`config.mk`:
```
export PLATFORM = sky130hd
export DESIGN_NAME = shell_top
export DESIGN_NICKNAME = d
export VERILOG_FILES = /design/src/design/shell_pkg.sv /design/src/design/request_stretcher.sv /design/src/design/reset_sequencer.sv /design/src/design/rtc_seconds.sv /design/src/design/shell_regs.sv /design/src/design/shell_top.sv /design/src/design/video_out.sv
export SDC_FILE = /design/constraint.sdc
export NUM_CORES = 1
export LEC_CHECK = 0
export BUFFER_PORTS_ARGS = -buffer_cell sky130_fd_sc_hd__buf_2
export CAP_MARGIN = 5
export CORE_ASPECT_RATIO = 1.25
export CORE_MARGIN = 4
export CORE_UTILIZATION = 45
export DETAILED_ROUTE_END_ITERATION = 8
export PLACE_DENSITY = 0.74
export SYNTH_ARGS = -nofsm -noshare
export SYNTH_HDL_FRONTEND = slang
export SYNTH_SLANG_ARGS = --single-unit
```
`constraint.sdc`:
```
create_clock -name clk_sys_57_12 -period 4.1 [get_ports clk_sys_57_12]
set_clock_uncertainty 0.15 [all_clocks]
set_input_delay 0.205 -clock clk_sys_57_12 [delete_from_list [all_inputs] [get_ports clk_sys_57_12]]
set_output_delay 0.205 -clock clk_sys_57_12 [all_outputs]
set_load 0.1 [all_outputs]
```
`src/design/shell_pkg.sv`:
```
//////////////////////////////
// shell package
// shared types, register map and timing constants
// for the game-core shell control logic
//////////////////////////////

package shell_pkg;

  // settings bus
  typedef logic [7:0]  reg_addr_t;
  typedef logic [31:0] reg_data_t;
  typedef logic [2:0]  scaler_slot_t;

  // rtc
  typedef logic [31:0] epoch_t;
  typedef logic [31:0] tick_count_t;

  // reset sequencing
  typedef logic [15:0] reset_count_t;
  typedef logic [3:0]  menu_count_t;

  // target requests
  typedef logic [1:0] req_type_t;

  // pixel formats
  typedef logic [15:0] rgb565_t;
  typedef logic [23:0] rgb888_t;

  localparam req_type_t REQ_READ     = 2'd0;
  localparam req_type_t REQ_WRITE    = 2'd1;
  localparam req_type_t REQ_GETFILE  = 2'd2;
  localparam req_type_t REQ_OPENFILE = 2'd3;

  localparam reg_addr_t ADDR_MENU_RESET  = 8'h00;
  localparam reg_addr_t ADDR_RESET_PLUS  = 8'h04;
  localparam reg_addr_t ADDR_SCALER_SLOT = 8'h08;

  localparam menu_count_t  MENU_COUNT_START  = 4'd15;
  localparam reset_count_t RESET_HOLD_CYCLES = 16'd200;
  localparam logic [2:0]   REQ_STRETCH_CYCLES = 3'd7;

  localparam tick_count_t TICKS_PER_SECOND_DEFAULT = 32'd57_120_000;

endpackage

```
`src/design/request_stretcher.sv`:
```
//////////////////////////////
// target request stretcher
// edge detect on four request lines, priority encode,
// hold request for a fixed number of cycles
//////////////////////////////

`timescale 1ns/1ps

module request_stretcher (
  input  logic                 clk_sys_57_12,
  input  logic                 reset,
  input  logic                 req_read,
  input  logic                 req_write,
  input  logic                 req_getfile,
  input  logic                 req_openfile,
  output logic                 target_request,
  output shell_pkg::req_type_t target_request_type
);

  import shell_pkg::*;

  logic [3:0] req_lines;
  logic [3:0] req_lines_q;
  logic [3:0] req_rise;
  req_type_t  rise_code;
  logic [$bits(REQ_STRETCH_CYCLES)-1:0] stretch_count;

  // bit 0 wins, read first
  assign req_lines = {req_openfile, req_getfile, req_write, req_read};
  assign req_rise  = req_lines & ~req_lines_q;

  always_comb begin
    if (req_rise[0])      rise_code = REQ_READ;
    else if (req_rise[1]) rise_code = REQ_WRITE;
    else if (req_rise[2]) rise_code = REQ_GETFILE;
    else                  rise_code = REQ_OPENFILE;
  end

  always_ff @(posedge clk_sys_57_12) begin
    if (reset) begin
      req_lines_q         <= '0;
      stretch_count       <= '0;
      target_request_type <= REQ_READ;
    end else begin
      req_lines_q <= req_lines;
      if (req_rise != '0) begin
        // a new edge restarts the stretch
        stretch_count       <= REQ_STRETCH_CYCLES;
        target_request_type <= rise_code;
      end else if (stretch_count != '0) begin
        stretch_count <= stretch_count - 1'b1;
      end
    end
  end

  assign target_request = (stretch_count != '0);

endmodule

```
`src/design/reset_sequencer.sv`:
```
//////////////////////////////
// reset sequencer
// stretches a menu reset or start press into a long core reset
//////////////////////////////

`timescale 1ns/1ps

module reset_sequencer (
  input  logic clk_sys_57_12,
  input  logic reset,
  input  logic menu_reset_pulse,
  input  logic reset_plus_en,
  input  logic start_button,
  output logic core_reset
);

  import shell_pkg::*;

  logic         reset_source;
  logic         reset_source_q;
  reset_count_t hold_timer;

  // start only counts when the host enabled it
  assign reset_source = menu_reset_pulse || (start_button && reset_plus_en);

  always_ff @(posedge clk_sys_57_12) begin
    if (reset) begin
      reset_source_q <= 1'b0;
      hold_timer     <= '0;
    end else begin
      reset_source_q <= reset_source;
      if (reset_source && !reset_source_q) begin
        hold_timer <= RESET_HOLD_CYCLES;
      end else if (hold_timer != '0) begin
        hold_timer <= hold_timer - 1'b1;
      end
    end
  end

  //////////////////////////////
  // core reset out
  //////////////////////////////

  assign core_reset = reset || (hold_timer != '0);

endmodule

```
`src/design/rtc_seconds.sv`:
```
//////////////////////////////
// rtc seconds counter
// loads epoch on rtc_valid rise, then counts whole seconds
//////////////////////////////

`timescale 1ns/1ps

module rtc_seconds #(
  parameter shell_pkg::tick_count_t TICKS_PER_SECOND = shell_pkg::TICKS_PER_SECOND_DEFAULT
) (
  input  logic              clk_sys_57_12,
  input  logic              reset,
  input  logic              rtc_valid,
  input  shell_pkg::epoch_t epoch_in,
  output shell_pkg::epoch_t seconds
);

  import shell_pkg::*;

  logic        rtc_valid_q;
  tick_count_t tick_count;

  always_ff @(posedge clk_sys_57_12) begin
    if (reset) begin
      rtc_valid_q <= 1'b0;
      tick_count  <= '0;
      seconds     <= '0;
    end else begin
      rtc_valid_q <= rtc_valid;
      if (rtc_valid && !rtc_valid_q) begin
        // fresh epoch, restart the prescaler too
        seconds    <= epoch_in;
        tick_count <= '0;
      end else if (tick_count == tick_count_t'(TICKS_PER_SECOND - 1)) begin
        seconds    <= seconds + 1'b1;
        tick_count <= '0;
      end else begin
        tick_count <= tick_count + 1'b1;
      end
    end
  end

endmodule

```
`src/design/shell_regs.sv`:
```
//////////////////////////////
// settings registers
// host writes menu reset, reset-plus enable and scaler slot,
// reads back the last two
//////////////////////////////

`timescale 1ns/1ps

module shell_regs (
  input  logic                   clk_sys_57_12,
  input  logic                   reset,
  input  shell_pkg::reg_addr_t   reg_addr,
  input  logic                   reg_wr,
  input  shell_pkg::reg_data_t   reg_wr_data,
  output shell_pkg::reg_data_t   reg_rd_data,
  output logic                   menu_reset_pulse,
  output logic                   reset_plus_en,
  output shell_pkg::scaler_slot_t scaler_slot
);

  import shell_pkg::*;

  menu_count_t menu_count;

  always_ff @(posedge clk_sys_57_12) begin
    if (reset) begin
      menu_count    <= '0;
      reset_plus_en <= 1'b0;
      scaler_slot   <= '0;
    end else begin
      // countdown runs on its own once loaded
      if (menu_count != '0) begin
        menu_count <= menu_count - 1'b1;
      end
      if (reg_wr) begin
        case (reg_addr)
          ADDR_MENU_RESET:  menu_count    <= MENU_COUNT_START;
          ADDR_RESET_PLUS:  reset_plus_en <= reg_wr_data[0];
          ADDR_SCALER_SLOT: scaler_slot   <= reg_wr_data[2:0];
          default: ;
        endcase
      end
    end
  end

  // last count before zero
  assign menu_reset_pulse = (menu_count == menu_count_t'(1));

  always_comb begin
    reg_rd_data = '0;
    case (reg_addr)
      ADDR_RESET_PLUS:  reg_rd_data[0]   = reset_plus_en;
      ADDR_SCALER_SLOT: reg_rd_data[2:0] = scaler_slot;
      default: ;
    endcase
  end

endmodule

```
`src/design/shell_top.sv`:
```
//////////////////////////////
// shell top level
// settings, reset sequencing, rtc, request
// stretching and video output in one clock domain
//////////////////////////////

`timescale 1ns/1ps

module shell_top #(
  parameter shell_pkg::tick_count_t TICKS_PER_SECOND = shell_pkg::TICKS_PER_SECOND_DEFAULT
) (
  input  logic                 clk_sys_57_12,
  input  logic                 reset,
  // settings bus
  input  shell_pkg::reg_addr_t reg_addr,
  input  logic                 reg_wr,
  input  shell_pkg::reg_data_t reg_wr_data,
  output shell_pkg::reg_data_t reg_rd_data,
  // controller and rtc
  input  shell_pkg::reg_data_t cont1_key,
  input  logic                 rtc_valid,
  input  shell_pkg::epoch_t    epoch_in,
  output shell_pkg::epoch_t    rtc_seconds,
  // target requests from the core
  input  logic                 req_read,
  input  logic                 req_write,
  input  logic                 req_getfile,
  input  logic                 req_openfile,
  output logic                 target_request,
  output shell_pkg::req_type_t target_request_type,
  output logic                 core_reset,
  // video
  input  shell_pkg::rgb565_t   rgb565,
  input  logic                 de,
  input  logic                 hs,
  input  logic                 vs,
  output shell_pkg::rgb888_t   video_rgb,
  output logic                 video_de,
  output logic                 video_hs,
  output logic                 video_vs
);

  import shell_pkg::*;

  logic         menu_reset_pulse;
  logic         reset_plus_en;
  scaler_slot_t scaler_slot;

  shell_regs u_shell_regs (
    .clk_sys_57_12   (clk_sys_57_12),
    .reset           (reset),
    .reg_addr        (reg_addr),
    .reg_wr          (reg_wr),
    .reg_wr_data     (reg_wr_data),
    .reg_rd_data     (reg_rd_data),
    .menu_reset_pulse(menu_reset_pulse),
    .reset_plus_en   (reset_plus_en),
    .scaler_slot     (scaler_slot)
  );

  // start is key bit 15
  reset_sequencer u_reset_sequencer (
    .clk_sys_57_12   (clk_sys_57_12),
    .reset           (reset),
    .menu_reset_pulse(menu_reset_pulse),
    .reset_plus_en   (reset_plus_en),
    .start_button    (cont1_key[15]),
    .core_reset      (core_reset)
  );

  rtc_seconds #(
    .TICKS_PER_SECOND(TICKS_PER_SECOND)
  ) u_rtc_seconds (
    .clk_sys_57_12(clk_sys_57_12),
    .reset        (reset),
    .rtc_valid    (rtc_valid),
    .epoch_in     (epoch_in),
    .seconds      (rtc_seconds)
  );

  request_stretcher u_request_stretcher (
    .clk_sys_57_12      (clk_sys_57_12),
    .reset              (reset),
    .req_read           (req_read),
    .req_write          (req_write),
    .req_getfile        (req_getfile),
    .req_openfile       (req_openfile),
    .target_request     (target_request),
    .target_request_type(target_request_type)
  );

  video_out u_video_out (
    .clk_sys_57_12(clk_sys_57_12),
    .reset        (reset),
    .rgb565       (rgb565),
    .de           (de),
    .hs           (hs),
    .vs           (vs),
    .scaler_slot  (scaler_slot),
    .video_rgb    (video_rgb),
    .video_de     (video_de),
    .video_hs     (video_hs),
    .video_vs     (video_vs)
  );

endmodule

```
`src/design/video_out.sv`:
```
//////////////////////////////
// video output stage
// rgb565 to rgb888, sync delay, de widening
// and end-of-line scaler word
//////////////////////////////

`timescale 1ns/1ps

module video_out (
  input  logic                    clk_sys_57_12,
  input  logic                    reset,
  input  shell_pkg::rgb565_t      rgb565,
  input  logic                    de,
  input  logic                    hs,
  input  logic                    vs,
  input  shell_pkg::scaler_slot_t scaler_slot,
  output shell_pkg::rgb888_t      video_rgb,
  output logic                    video_de,
  output logic                    video_hs,
  output logic                    video_vs
);

  import shell_pkg::*;

  rgb888_t rgb888;
  rgb888_t rgb_q;
  rgb888_t eol_word;
  logic    de_d1;
  logic    de_d2;
  logic    video_de_d1;

  // top bits refill the low end of each channel
  assign rgb888 = {rgb565[15:11], rgb565[15:13],
                   rgb565[10:5],  rgb565[10:9],
                   rgb565[4:0],   rgb565[4:2]};

  // scaler command sits in bits 15:13
  assign eol_word = {8'h00, scaler_slot, 13'h0000};

  always_ff @(posedge clk_sys_57_12) begin
    rgb_q <= rgb888;
  end

  always_ff @(posedge clk_sys_57_12) begin
    if (reset) begin
      de_d1       <= 1'b0;
      de_d2       <= 1'b0;
      video_de_d1 <= 1'b0;
      video_hs    <= 1'b0;
      video_vs    <= 1'b0;
    end else begin
      de_d1       <= de;
      de_d2       <= de_d1;
      video_de_d1 <= video_de;
      video_hs    <= hs;
      video_vs    <= vs;
    end
  end

  //////////////////////////////
  // one extra pixel at each line edge
  //////////////////////////////

  assign video_de  = de || de_d2;
  assign video_rgb = de_d1       ? rgb_q :
                     video_de_d1 ? eol_word : '0;

endmodule

```
# Yosys cells after proc, flatten, opt, wreduce, memory -nomap -nowiden
# Index checks and enable logic that the tools add are counted.
# op_classes
n_addsub,5
eq_ne,4
muxes,16
bitwise_logic,2
n_reduce_logical,20
# ops
op,count
$add A32 B1 Y32 const B,2
$mux W32,2
$eq A32 B26 Y1 const B,1
$mux W24,1
$mux W16,1
$mux W8,2
$reduce_bool A16 Y1,1
$sub A16 B1 Y16 const B,1
$mux W4,3
$eq A8 B3 Y1 const B,1
$eq A8 B4 Y1 const B,1
$logic_not A8 Y1,1
$reduce_bool A4 Y1,2
$mux W2,3
$mux W3,2
$reduce_bool A2 Y1,3
$and A4 B4 Y4,1
$eq A4 B1 Y1 const B,1
$not A4 Y4,1
$reduce_and A2 Y1,2
$sub A4 B1 Y4 const B,1
$logic_and A1 B1 Y1,3
$logic_or A1 B1 Y1,3
$reduce_bool A3 Y1,1
6 further kinds,7
# totals
regBits,128
input_bits,131
out_inout_bits,95
elab_cells,65

# Logic depth before layout (Yosys ltp)
# Gate-level depths: netlist of run 1.
# logic_depth
word_depth,5
mapped_depth,9

# Cells and area by module
# A second synthesis of run 1 with hierarchy kept.
# hier_totals
cells_unflattened,698
hier_area_um2,6164.7
# modules_own_cells
module,instances,cells_each,area_each_um2
rtc_seconds,1,426,3547.2
reset_sequencer,1,102,879.6
shell_regs,1,81,706.9
video_out,1,53,634.4
request_stretcher,1,36,396.6

# Worst setup path before layout of run 1
# OpenSTA, ideal clock, no wires.
# synth_timing
kind,register -> register
from,register u_rtc_seconds.seconds[8]
to,register u_rtc_seconds.seconds[31]
setup_ns,0.120
t_arrival_ns,2.645
required_ns,3.830
setup_slack_ns,1.185
stages_incl_launch_ff,7
path_buffers,1
period_less_slack_ns,2.915
path_cell_list,dfxtp_1 -> and4_1 -> clkbuf_1 -> nand4_1 -> nor4_1 -> mux2i_1 -> a211o_1
# synth_between
elab_chain_cells,3
# synth_lines
item,line_no,source
from (decl),rtc_seconds.sv:15,output shell_pkg::epoch_t seconds
from (signal assigned),rtc_seconds.sv:32,seconds <= epoch_in;
from (signal assigned),rtc_seconds.sv:35,seconds <= seconds + 1'b1;
$add A32 B1 Y32,rtc_seconds.sv:35,
$mux W32,rtc_seconds.sv:34,end else if (tick_count == tick_count_t'(TICKS_PER_SECOND - 1)) begin
$mux W32,rtc_seconds.sv:30,if (rtc_valid && !rtc_valid_q) begin
# No other way between the ends. The select of a mux whose other input is x is not followed.
# A chain may end at the register's enable or synchronous reset.

# Worst setup path after layout of run 1
# layout_timing
from,register u_reset_sequencer.hold_timer[4]
to,output core_reset
# layout_between
elab_chain_cells,2
# layout_lines
item,line_no,source
from (decl),reset_sequencer.sv:21,reset_count_t hold_timer;
from (signal assigned),reset_sequencer.sv:35,hold_timer <= hold_timer - 1'b1;
$reduce_bool A16 Y1,reset_sequencer.sv:44,assign core_reset = reset || (hold_timer != '0);
$logic_or A1 B1 Y1,reset_sequencer.sv:44,
to (decl),shell_top.sv:31,"output logic core_reset,"
# No other way between the ends.

==> qor.yml, run 1 <==
outcome:
  status: "completed"
cts:
  cts_num_sinks: 120
  cts_tree: "done"
  cts_inserted_buffers: 17
  clock_path_buffers: 2
  path_clk_slew_ps: 50
  htree_levels: 4
  insertion_delay_ps: 410
  root_buffer: "clkbuf_16"
floorplanning:
  start_util: 0.4624
  fp.dieW_um: 110.5
  rows: 46
  dieArea_um2: 15040
  ios: 226
  core_area_um2: 12780
  die_h_um: 136.1
setup_path:
  crit_slowest_cell: "or4_1"
  cp_data_arrival_time_ps: 2760
  setup.worst_path.start_class: "flip-flop"
  rrSetupSlack_ps: 1160
  end_kind: "primary output"
  timing.rr.end: "u_rtc_seconds.seconds[24]$_SDFFE_PP0P_"
  cp_max_fo: 9
  slowest_delay_ps: 630
  worstPathRequired_ps: 3740
  r2r_start: "u_rtc_seconds.tick_count[10]$_SDFF_PP0_"
  crit_chain: "or3_1 > or4_1 > or4_1 > buf_2"
  crit_type: "flip-flop to primary output"
  ff2ff_path_depth: 6
  cpMostUsedCell: "or4_1"
power:
  comb_power_share: 0.295
  p_per_area_nw_per_um2: 529.0
  clkPwrFrac: 0.361
  power.switching_mw: 1.506
  max-vdd-ir-drop_mv: 0.2716
  sw_frac_of_total: 0.3702
  power_mw: 4.067
  seqPwrFrac: 0.343
  leakagePower_nw: 3.093
  intPower_mw: 2.562
sta:
  setup_tns_ps: 0
  rsz0062_at_grt: "no"
  tightestPinTransition_ps: 1014
  clock.fmax_ghz: 0.3211
  post-route-period-util: 0.7596
  hold_viol: 0
  setup_violations: 0
  final.min_clock_period_ps: 3114
  maxSlewViolCount: 0
  max-slew-margin-rel: 0.3225
synthesis:
  synth_ff_type: "dfxtp_1"
  async_flop_share: 0
  syn_avg_cell_area_um2: 8.489
  synth_cells: 696
  synth_area_um2: 5908
  ys_types: 48
  ys_warn_count: 0
  synth_edf_count: 0
  synth_seq_cells: 120
  ys_seq_area_frac: 0.4066
global_routing:
  grt_util_all_layers: 0.2012
  antenna_found_initial: 0
  gr-total-overflow: 0
  grt_max_degree: 72
  grt_pass1_wl_um: 24970
  grt_pass1_vias: 5073
hold_path:
  hold_path_end: "u_rtc_seconds.seconds[24]$_SDFFE_PP0P_"
  worstHoldPathType: "input port to flip-flop"
  hold_depth: 3
  min_from: "epoch_in[24]"
drt:
  drc: 0
  drt_wl_total_um: 15190
  avgRoutedWirePerCell_um: 14.45
  avgViaCountPerCell: 5.169
  dr.pass1.iters: 5
  num_vias: 5433
  drt_iter0_drc: 316
  drtAntennaViolNets: 0
placed_design:
  place.gp.congestion: 0.8168
  numPortBuffers: 136
  hpwl_um: 10150
cells_and_area:
  area_delta_synth_final_pct: 30.14
  diodes: 0
  drive_gt1_frac: 0.2050
  nNetsFinal: 1008
flow_run:
  cap_violations: 0
worst max-delay path, delay by kind of cell (launching register included):
family,cells,cell delay [ps]
buffers and inverters,1,310
DFF,1,350
and+or+nand+nor,3,1690
cell families (layout without fill, tap and decap cells):
group	count (synthesis)	in the layout	synth area share
xor gates and xnor gates	54	54	0.08005
other	1	29	0.0006347
muxes	14	14	0.02393
DFF	120	120	0.4066
buffers and inverters	86	245	0.07878
AOI/OAI and AO/OA	76	76	0.08641
adders and majority gates	7	7	0.01482
and+or+nand+nor	338	338	0.3088
metal layers:
layer  GRT usage  up-vias  wire length [um]
met3     0.04274       19               765
met4     0.07118        0               251
met5           0        -                 0
met1      0.2488     2490              6619
met2      0.3475      165              7552
li1            -     2759                 -
cells in the mapped netlist (2+ instances only):
library cell	number	area [um^2]
nor3_1	21	105.1
nand2_1	37	138.9
a311oi_1	3	26.28
or4_1	6	45.04
o211ai_1	3	22.52
and2_1	20	125.1
a21o_1	3	22.52
xnor2_1	39	341.6
and3_1	9	56.30
mux2i_1	13	130.1
dfxtp_1	120	2402
o31ai_1	3	22.52
or3b_2	2	17.52
nand2b_1	9	56.30
nor4b_1	3	26.28
nand3b_1	6	45.04
nand3_1	26	130.1
a211oi_1	20	150.1
o21ai_0	9	45.04
buf_4	35	262.8
or2_2	3	18.77
nor2_1	91	341.6
nor3b_1	10	75.07
inv_1	16	60.06
nand4_1	20	125.1
buf_1	5	18.77
and4_1	14	122.6
buf_2	3	15.01
a21oi_1	24	120.1
xor2_1	15	131.4
clkbuf_1	26	97.59
nor2b_1	13	81.33
ha_1	7	87.58
a31oi_1	5	31.28
nor4_1	35	219.0
or3_1	10	62.56
power groups by stage:
stage | Sequential [mW] | Combinational [mW] | Clock (mW)
6_report | 1.40 | 1.20 | 1.47
5_1_grt | 1.41 | 1.29 | 1.55
4_1_cts | 1.39 | 1.20 | 1.49
3_5_place_dp | 1.41 | 1.14 | 0
3_3_place_gp | 1.41 | 1.13 | 0
2_1_floorplan | 1.58 | 0.831 | 0
final cells by class:
| cell class | instances | area, um^2 |
|---|---|---|
| inverters | 16 | 60.06 |
| multi-input cells | 518 | 3148 |
| repair buffers | 197 | 1279 |
| flip-flops and latches | 120 | 2402 |
| clock inverters | 13 | 146.4 |
| well taps | 168 | 210.2 |
| clock buffers | 19 | 442.9 |
| fillers | 1096 | 5089 |
stage by stage:
stage | utilization | setup slack (ps) | cells | cell area [um^2] | hold WS (ps)
after floorplan | - | 1185 | 724 | 6013 | 82.72
after global placement | 0.5118 | 1137 | 963 | 6539 | 157.1
after detailed placement | 0.5118 | 1150 | 963 | 6539 | 158.6
after CTS | 0.6017 | 977.3 | 1051 | 7689 | 0.06239
after global routing | 0.6017 | 859.4 | 1051 | 7689 | 34.61
final | 0.6017 | 985.6 | 1051 | 7689 | 31.33
registers in the layout, indices dropped and copies added, names as in the netlist, 2 cells and up:
name                                     cells
u_request_stretcher.target_request_type      2
u_rtc_seconds.seconds                       32
u_request_stretcher.req_lines_q              4
u_reset_sequencer.hold_timer                16
u_rtc_seconds.tick_count                    32
u_shell_regs.scaler_slot                     3
u_video_out.rgb_q                           16
u_shell_regs.menu_count                      4
u_request_stretcher.stretch_count            3
how the worst max path moves through the flow:
stage / start / endpoint / cells after the start
after global placement: u_rtc_seconds.tick_count[10]$_SDFF_PP0_ / u_rtc_seconds.seconds[24]$_SDFFE_PP0P_ / 6
after CTS: u_reset_sequencer.hold_timer[4]$_SDFFE_PP0P_ / core_reset / 4
final: u_reset_sequencer.hold_timer[4]$_SDFFE_PP0P_ / core_reset / 4
after floorplan: u_rtc_seconds.seconds[8]$_SDFFE_PP0P_ / u_rtc_seconds.seconds[31]$_SDFFE_PP0P_ / 6
after detailed placement: u_rtc_seconds.tick_count[10]$_SDFF_PP0_ / u_rtc_seconds.seconds[30]$_SDFFE_PP0P_ / 6
after global routing: u_rtc_seconds.tick_count[10]$_SDFF_PP0_ / u_rtc_seconds.seconds[24]$_SDFFE_PP0P_ / 6
timing repair:
action	CTS	global route
hold buffers	56	0
setup buffers	0	0
hold endpoints to repair	55	0
resized for setup	0	0
placed cells by master, fill, tap and decap left out, drive strengths merged, types with 13 or more instances in the layout:
cell / synthesis / final
dfxtp: 120 / 120
conb: 1 / 29
nand3: 26 / 26
buf: 44 / 141
inv: 16 / 19
xnor2: 39 / 39
nand2: 37 / 37
nor3: 21 / 21
nor2b: 13 / 13
mux2i: 13 / 13
clkbuf: 26 / 19
a21oi: 24 / 24
a211oi: 20 / 20
nor4: 36 / 36
nor2: 91 / 91
nand4: 20 / 20
xor2: 15 / 15
dlygate4sd3: 0 / 56
and4: 14 / 14
and2: 20 / 20
Note: power is estimated with default switching activity, not from simulation.
==> run 2: changes to the inputs <==
--- a/config.mk
+++ b/config.mk
@@ -5,13 +5,14 @@
 export SDC_FILE = /design/constraint.sdc
 export NUM_CORES = 1
 export LEC_CHECK = 0
+export ABC_AREA = 1
 export BUFFER_PORTS_ARGS = -buffer_cell sky130_fd_sc_hd__buf_2
 export CAP_MARGIN = 5
 export CORE_ASPECT_RATIO = 1.25
 export CORE_MARGIN = 4
 export CORE_UTILIZATION = 45
 export DETAILED_ROUTE_END_ITERATION = 8
-export PLACE_DENSITY = 0.74
+export PLACE_DENSITY = 0.75
 export SYNTH_ARGS = -nofsm -noshare
 export SYNTH_HDL_FRONTEND = slang
 export SYNTH_SLANG_ARGS = --single-unit
==> constraint.sdc (replaced) <==
create_clock -name clk_sys_57_12 -period 2.8 [get_ports clk_sys_57_12]
set_clock_uncertainty 0.15 [all_clocks]
set_input_delay 0.14 -clock clk_sys_57_12 [delete_from_list [all_inputs] [get_ports clk_sys_57_12]]
set_output_delay 0.14 -clock clk_sys_57_12 [all_outputs]
set_load 0.1 [all_outputs]
==> run 2 against run 1 <==
  * Register-to-register slack got worse by 580 ps
  * Largest power group unchanged
  * Largest cell class unchanged
  * Power up 47%
  * Combinational power is 57% higher
  * Sequential power is 45% higher
==> qor.yml, run 2 <==
outcome:
  status: "completed"
synthesis:
  synth_area_um2: 6892
  synth_cells: 1066
  ys_types: 40
  synth_edf_count: 0
  yosys-top-cells-area: "dfxtp_1 (35%), nand2_1 (16%), nor2_1 (9.1%), inv_1 (6.4%), nand3_1 (5.2%)"
  synth_most_common_cell: "nand2_1"
  synth_seq_cells: 120
  synth_top_area_cell: "dfxtp_1"
  syn_avg_cell_area_um2: 6.465
  ys_seq_area_frac: 0.3486
  ys_warn_count: 0
  async_flop_share: 0
  synth_ff_type: "dfxtp_1"
  synth_common_cells: "nand2_1 (298), nor2_1 (167), dfxtp_1 (120)"
  synth_top_area_frac: 0.3486
floorplanning:
  fp.dieW_um: 118.7
  die_h_um: 146.4
  rows: 50
  start_util: 0.4590
  ios: 226
  dieArea_um2: 17370
  core_area_um2: 15010
cells_and_area:
  final_util: 0.5853
  fillCellCount: 1369
  area_delta_synth_final_pct: 27.52
  final_cell_mix: "nand2_1 (298), nor2_1 (166), buf_2 (136), dfxtp_1 (120), inv_1 (118)"
  design_area_um2: 8788
  diodes: 0
  final_common_cell: "nand2_1"
  reg_top3: "u_rtc_seconds.seconds x32, u_rtc_seconds.tick_count x32"
  drive_gt1_frac: 0.1686
  nNetsFinal: 1400
cts:
  cts_num_sinks: 120
  clock_path_buffers: 2
  root_buffer: "clkbuf_16"
  htree_levels: 4
  insertion_delay_ps: 420
  cts_inserted_buffers: 17
  cts_tree: "done"
  path_clk_slew_ps: 60
global_routing:
  grt_util_all_layers: 0.2213
  gr-total-overflow: 0
  grt_max_degree: 54
  grt_pass1_wl_um: 32040
  antenna_found_initial: 0
  grt_pass1_vias: 7121
flow_run:
  cap_violations: 0
power:
  clkPwrFrac: 0.344
  intPower_mw: 3.604
  p_per_area_nw_per_um2: 678.7
  comb_power_share: 0.315
  sw_frac_of_total: 0.3958
  seqPwrFrac: 0.341
  max-vdd-ir-drop_mv: 0.5568
  power.switching_mw: 2.361
  leakagePower_nw: 3.987
drt:
  drt_wl_total_um: 19210
  drc: 0
  drtAntennaViolNets: 0
  avgRoutedWirePerCell_um: 13.19
  num_vias: 7316
  drt_iter0_drc: 407
  dr.pass1.iters: 5
  avgViaCountPerCell: 5.021
setup_path:
  timing.critical_path.from: "u_reset_sequencer.hold_timer[0]$_SDFFE_PP0P_"
  crit_type: "flip-flop to primary output"
  end_kind: "primary output"
  r2r_start: "u_rtc_seconds.tick_count[0]$_SDFF_PP0_"
  cp_max_fo: 4
  worstPathRequired_ps: 2510
  setup.worst_path.start_class: "flip-flop"
  cp_data_arrival_time_ps: 2210
sta:
  max-slew-margin-rel: 0.6197
  final.min_clock_period_ps: 2495
  setup_violations: 0
  rsz0062_at_grt: "no"
  maxSlewViolCount: 0
  clock.fmax_ghz: 0.4007
  whs_ps: 47.33
  post-route-period-util: 0.8912
  hold_viol: 0
  tightestPinTransition_ps: 570.4
hold_path:
  min_from: "reset"
  worstHoldPathType: "input port to flip-flop"
placed_design:
  numPortBuffers: 136
  hpwl_um: 13110
  place.gp.congestion: 0.9498
  placed_area_um2: 7555
## run 2: changes by cell type after synthesis, sizes merged, moves of 18 or more
cell	previous run	this run
nand2	37	305
nor4	36	2
xnor2	39	9
nor2	91	177
inv	16	122
o21ai	9	37
a21oi	24	58
nand3	26	82
and2	20	2
## run 2: worst max-delay path, stage by stage (launching register included)
cell and delay [ps]:
dfxtp_1 320, inv_1 110, ha_1 200, nand3_1 150, nor2_1 250, nand2_1 160
nor2_1 190, nand3_1 90, buf_2 310
## run 2: path summary, 6_finish.rpt
| path | end | slack [ps] | cells past startpoint |
|---|---|---|---|
| worst max-delay path | core_reset | 300 | 8 |
| worst min-delay path | u_video_out.de_d1$_SDFF_PP0_ | 50 | 3 |
| worst max register to register | u_rtc_seconds.seconds[3]$_SDFFE_PP0P_ | 580 | 11 |
| worst min register to register | u_request_stretcher.stretch_count[0]$_SDFFE_PP0P_ | 310 | 2 |
## run 2: power groups by stage
stage | clock, mW | combinational (mW) | sequential, mW
after floorplan | 0 | 1.29 | 2.29
after global placement | 0 | 1.77 | 2.06
after detailed placement | 0 | 1.80 | 2.06
after CTS | 2.08 | 1.88 | 2.03
after global routing | 2.17 | 2.08 | 2.05
final | 2.05 | 1.88 | 2.03
## run 2: cell families (layout without fill, tap and decap cells)
| kind of cell | after synthesis | count (layout) | synth area share |
|---|---|---|---|
| AND/OR/NAND/NOR | 607 | 607 | 0.3811 |
| AO/OA/AOI/OAI | 122 | 122 | 0.09786 |
| adder cells (fa/ha/maj) | 7 | 7 | 0.01271 |
| XOR/XNOR | 22 | 22 | 0.02796 |
| flip-flops | 120 | 120 | 0.3486 |
| multiplexers | 4 | 4 | 0.005810 |
| buffers and inverters | 183 | 364 | 0.1255 |
| other | 1 | 29 | 0.0005441 |
## run 2: metrics by stage
step | TNS [ps] | setup WS [ps] | total power, mW | std cells
floorplan | -514.7 | -171.6 | 3.581 | 1094
global placement | 0 | 630.6 | 3.828 | 1358
detailed placement | 0 | 599.5 | 3.865 | 1358
CTS | 0 | 276.9 | 5.987 | 1457
global route | 0 | 35.39 | 6.305 | 1457
finish | 0 | 304.6 | 5.965 | 1457
## run 2: routing by layer
metal  part of all wire  wire length (um)  global-route usage
met4              0.027               519              0.1014
met3              0.069              1327             0.05269
met2               0.50              9647              0.3869
met5                  0                 0                   0
met1               0.40              7719              0.2544
## run 2: cell type report
| type | count | area [um^2] | area share |
|---|---|---|---|
| inverters | 123 | 461.7 | 0.05253 |
| clock inverters | 15 | 137.6 | 0.01566 |
| clock buffers | 17 | 425.4 | 0.04841 |
| multi-input cells | 791 | 3737 | 0.4253 |
| flip-flops and latches | 120 | 2402 | 0.2733 |
| repair buffers | 209 | 1396 | 0.1589 |
| well taps | 182 | 227.7 | 0.02591 |
## run 2: repair_timing
action                    in CTS  in global routing
setup buffers                  0                  0
hold buffers                  67                  0
resized for setup              0                  0
hold endpoints to repair      68                  0
==> run 3: changes to the inputs <==
--- a/config.mk
+++ b/config.mk
@@ -11,6 +11,7 @@
 export CORE_ASPECT_RATIO = 1.25
 export CORE_MARGIN = 4
 export CORE_UTILIZATION = 45
+export CTS_BUF_LIST = sky130_fd_sc_hd__clkbuf_4 sky130_fd_sc_hd__clkbuf_8
 export DETAILED_ROUTE_END_ITERATION = 8
 export PLACE_DENSITY = 0.75
 export SYNTH_ARGS = -nofsm -noshare
==> run 3 against run 2 <==
  * Non-clock buffer count up 9
  * Flip-flop and latch count unchanged
  * Highest routed layer unchanged
  * Largest cell class unchanged
  * Critical path type is now input port to flip-flop
  * Power down 9.7%
==> qor.yml, run 3 (same netlist as run 2, synthesis figures left out) <==
outcome:
  status: "completed"
sta:
  rsz0062_at_grt: "no"
  setup_violations: 0
  clock.fmax_ghz: 0.4010
  hold_viol: 0
  final.min_clock_period_ps: 2494
  maxSlewViolCount: 0
  tightestPinTransition_ps: 551.3
  whs_ps: 174.6
  post-route-period-util: 0.8907
  max-slew-margin-rel: 0.6325
cts:
  clock_path_buffers: 2
  cts_tree: "done"
  htree_levels: 4
  root_buffer: "clkbuf_8"
  insertion_delay_ps: 440
  path_clk_slew_ps: 90
  cts_num_sinks: 120
  cts_inserted_buffers: 17
cells_and_area:
  nNetsFinal: 1409
  final_cell_mix: "nand2_1 (298), nor2_1 (165), buf_2 (136), dfxtp_1 (120), inv_1 (118)"
  reg_top3: "u_rtc_seconds.seconds x32, u_rtc_seconds.tick_count x32"
  layout.cells.non_filler: 1466
  final_common_cell: "nand2_1"
  area_delta_synth_final_pct: 26.09
  drive_gt1_frac: 0.1682
  diodes: 0
setup_path:
  cpMostUsedCell: "dlygate4sd3_1"
  cp_data_arrival_time_ps: 2720
  slowest_delay_ps: 600
  end_kind: "flip-flop"
  crit_type: "input port to flip-flop"
  ff2ff_path_depth: 11
  setup.worst_path.start_class: "input port"
  cp_max_fo: 3
  crit_slowest_cell: "dlygate4sd3_1"
  worstPathRequired_ps: 3030
  crit_chain: "dlygate4sd3_1 > buf_2 > nor2_1 > nand3_1 > nor2_1 > nand3_1 > dlygate4sd3_1 > a21oi_1 > dlygate4sd3_1"
floorplanning:
  start_util: 0.4590
  rows: 50
  ios: 226
  dieArea_um2: 17370
  fp.dieW_um: 118.7
  core_area_um2: 15010
  die_h_um: 146.4
hold_path:
  worstHoldPathType: "input port to flip-flop"
  hold_depth: 2
placed_design:
  place.gp.congestion: 0.9498
  numPortBuffers: 136
  dp.cells: 1358
  hpwl_um: 13110
global_routing:
  grt_max_degree: 54
  antenna_found_initial: 0
  grt_pass1_vias: 7218
  gr-total-overflow: 0
  grt_pass1_wl_um: 32660
  grt_util_all_layers: 0.2249
drt:
  drc: 0
  drtAntennaViolNets: 0
  avgRoutedWirePerCell_um: 13.36
  drt_wl_total_um: 19580
  drt_iter0_drc: 340
  num_vias: 7317
  dr.pass1.iters: 5
  avgViaCountPerCell: 4.991
power:
  leakagePower_nw: 3.948
  power_mw: 5.388
  max-vdd-ir-drop_mv: 0.5332
  p_per_area_nw_per_um2: 620.0
flow_run:
  cap_violations: 0
-- run 3: changes by cell type in the layout (fill, tap and decap cells not counted), sizes merged --
cell | before | now
dlygate4sd3 | 67 | 76
-- run 3: path summary, 6_finish.rpt --
check,from,to,slack (ps)
worst max-delay path,reg_addr[1],u_shell_regs.reset_plus_en$_SDFFE_PP0P_,310
worst min-delay path,rgb565[1],u_video_out.rgb_q[4]$_DFF_P_,170
worst max register to register,u_rtc_seconds.tick_count[0]$_SDFF_PP0_,u_rtc_seconds.seconds[3]$_SDFFE_PP0P_,610
worst min register to register,u_request_stretcher.stretch_count[0]$_SDFFE_PP0P_,u_request_stretcher.stretch_count[0]$_SDFFE_PP0P_,320
-- run 3: critical path: cells and delay by family --
family	cells	cell delay (ps)
compound gates	1	190
buf+inv	4	1830
simple gates	4	570
-- run 3: stage by stage --
stage               utilization  area (um^2)  setup TNS [ps]  worst slack (ps)
floorplan                     -         6997          -514.7            -171.6
global placement         0.5032         7555               0             630.6
detailed placement       0.5032         7555               0             599.5
CTS                      0.5786         8687               0             231.7
global route             0.5788         8690               0             75.55
finish                   0.5788         8690               0             306.0
-- run 3: layout make-up --
cell class	count	area [um^2]
fillers	1381	6325
multi-input cells	791	3740
flip-flops and latches	120	2402
repair buffers	218	1486
inverters	123	461.7
clock buffers	17	234.0
well taps	182	227.7
clock inverters	15	137.6
-- run 3: what timing repair did --
item                                    in CTS  in global routing
setup buffers                                0                  0
hold buffers                                76                  0
endpoints found under the setup margin       0                  1
hold endpoints to repair                    74                  0
gates resized for setup                      0                  1
-- run 3: power breakdown --
group	leakage (nW)	switching, mW	internal (mW)
Combinational	2.78	1.33	0.566
Sequential	0.987	0.148	1.88
Clock	0.179	0.822	0.643
Total	3.95	2.30	3.09
-- run 3: metal layers --
metal  track usage  up-vias  part of all wire
met5             0        -                 0
met4        0.1049        0             0.030
met3       0.04339       50             0.057
met2        0.4037      209              0.51
met1        0.2554     3362              0.40
li1              -     3696                 -
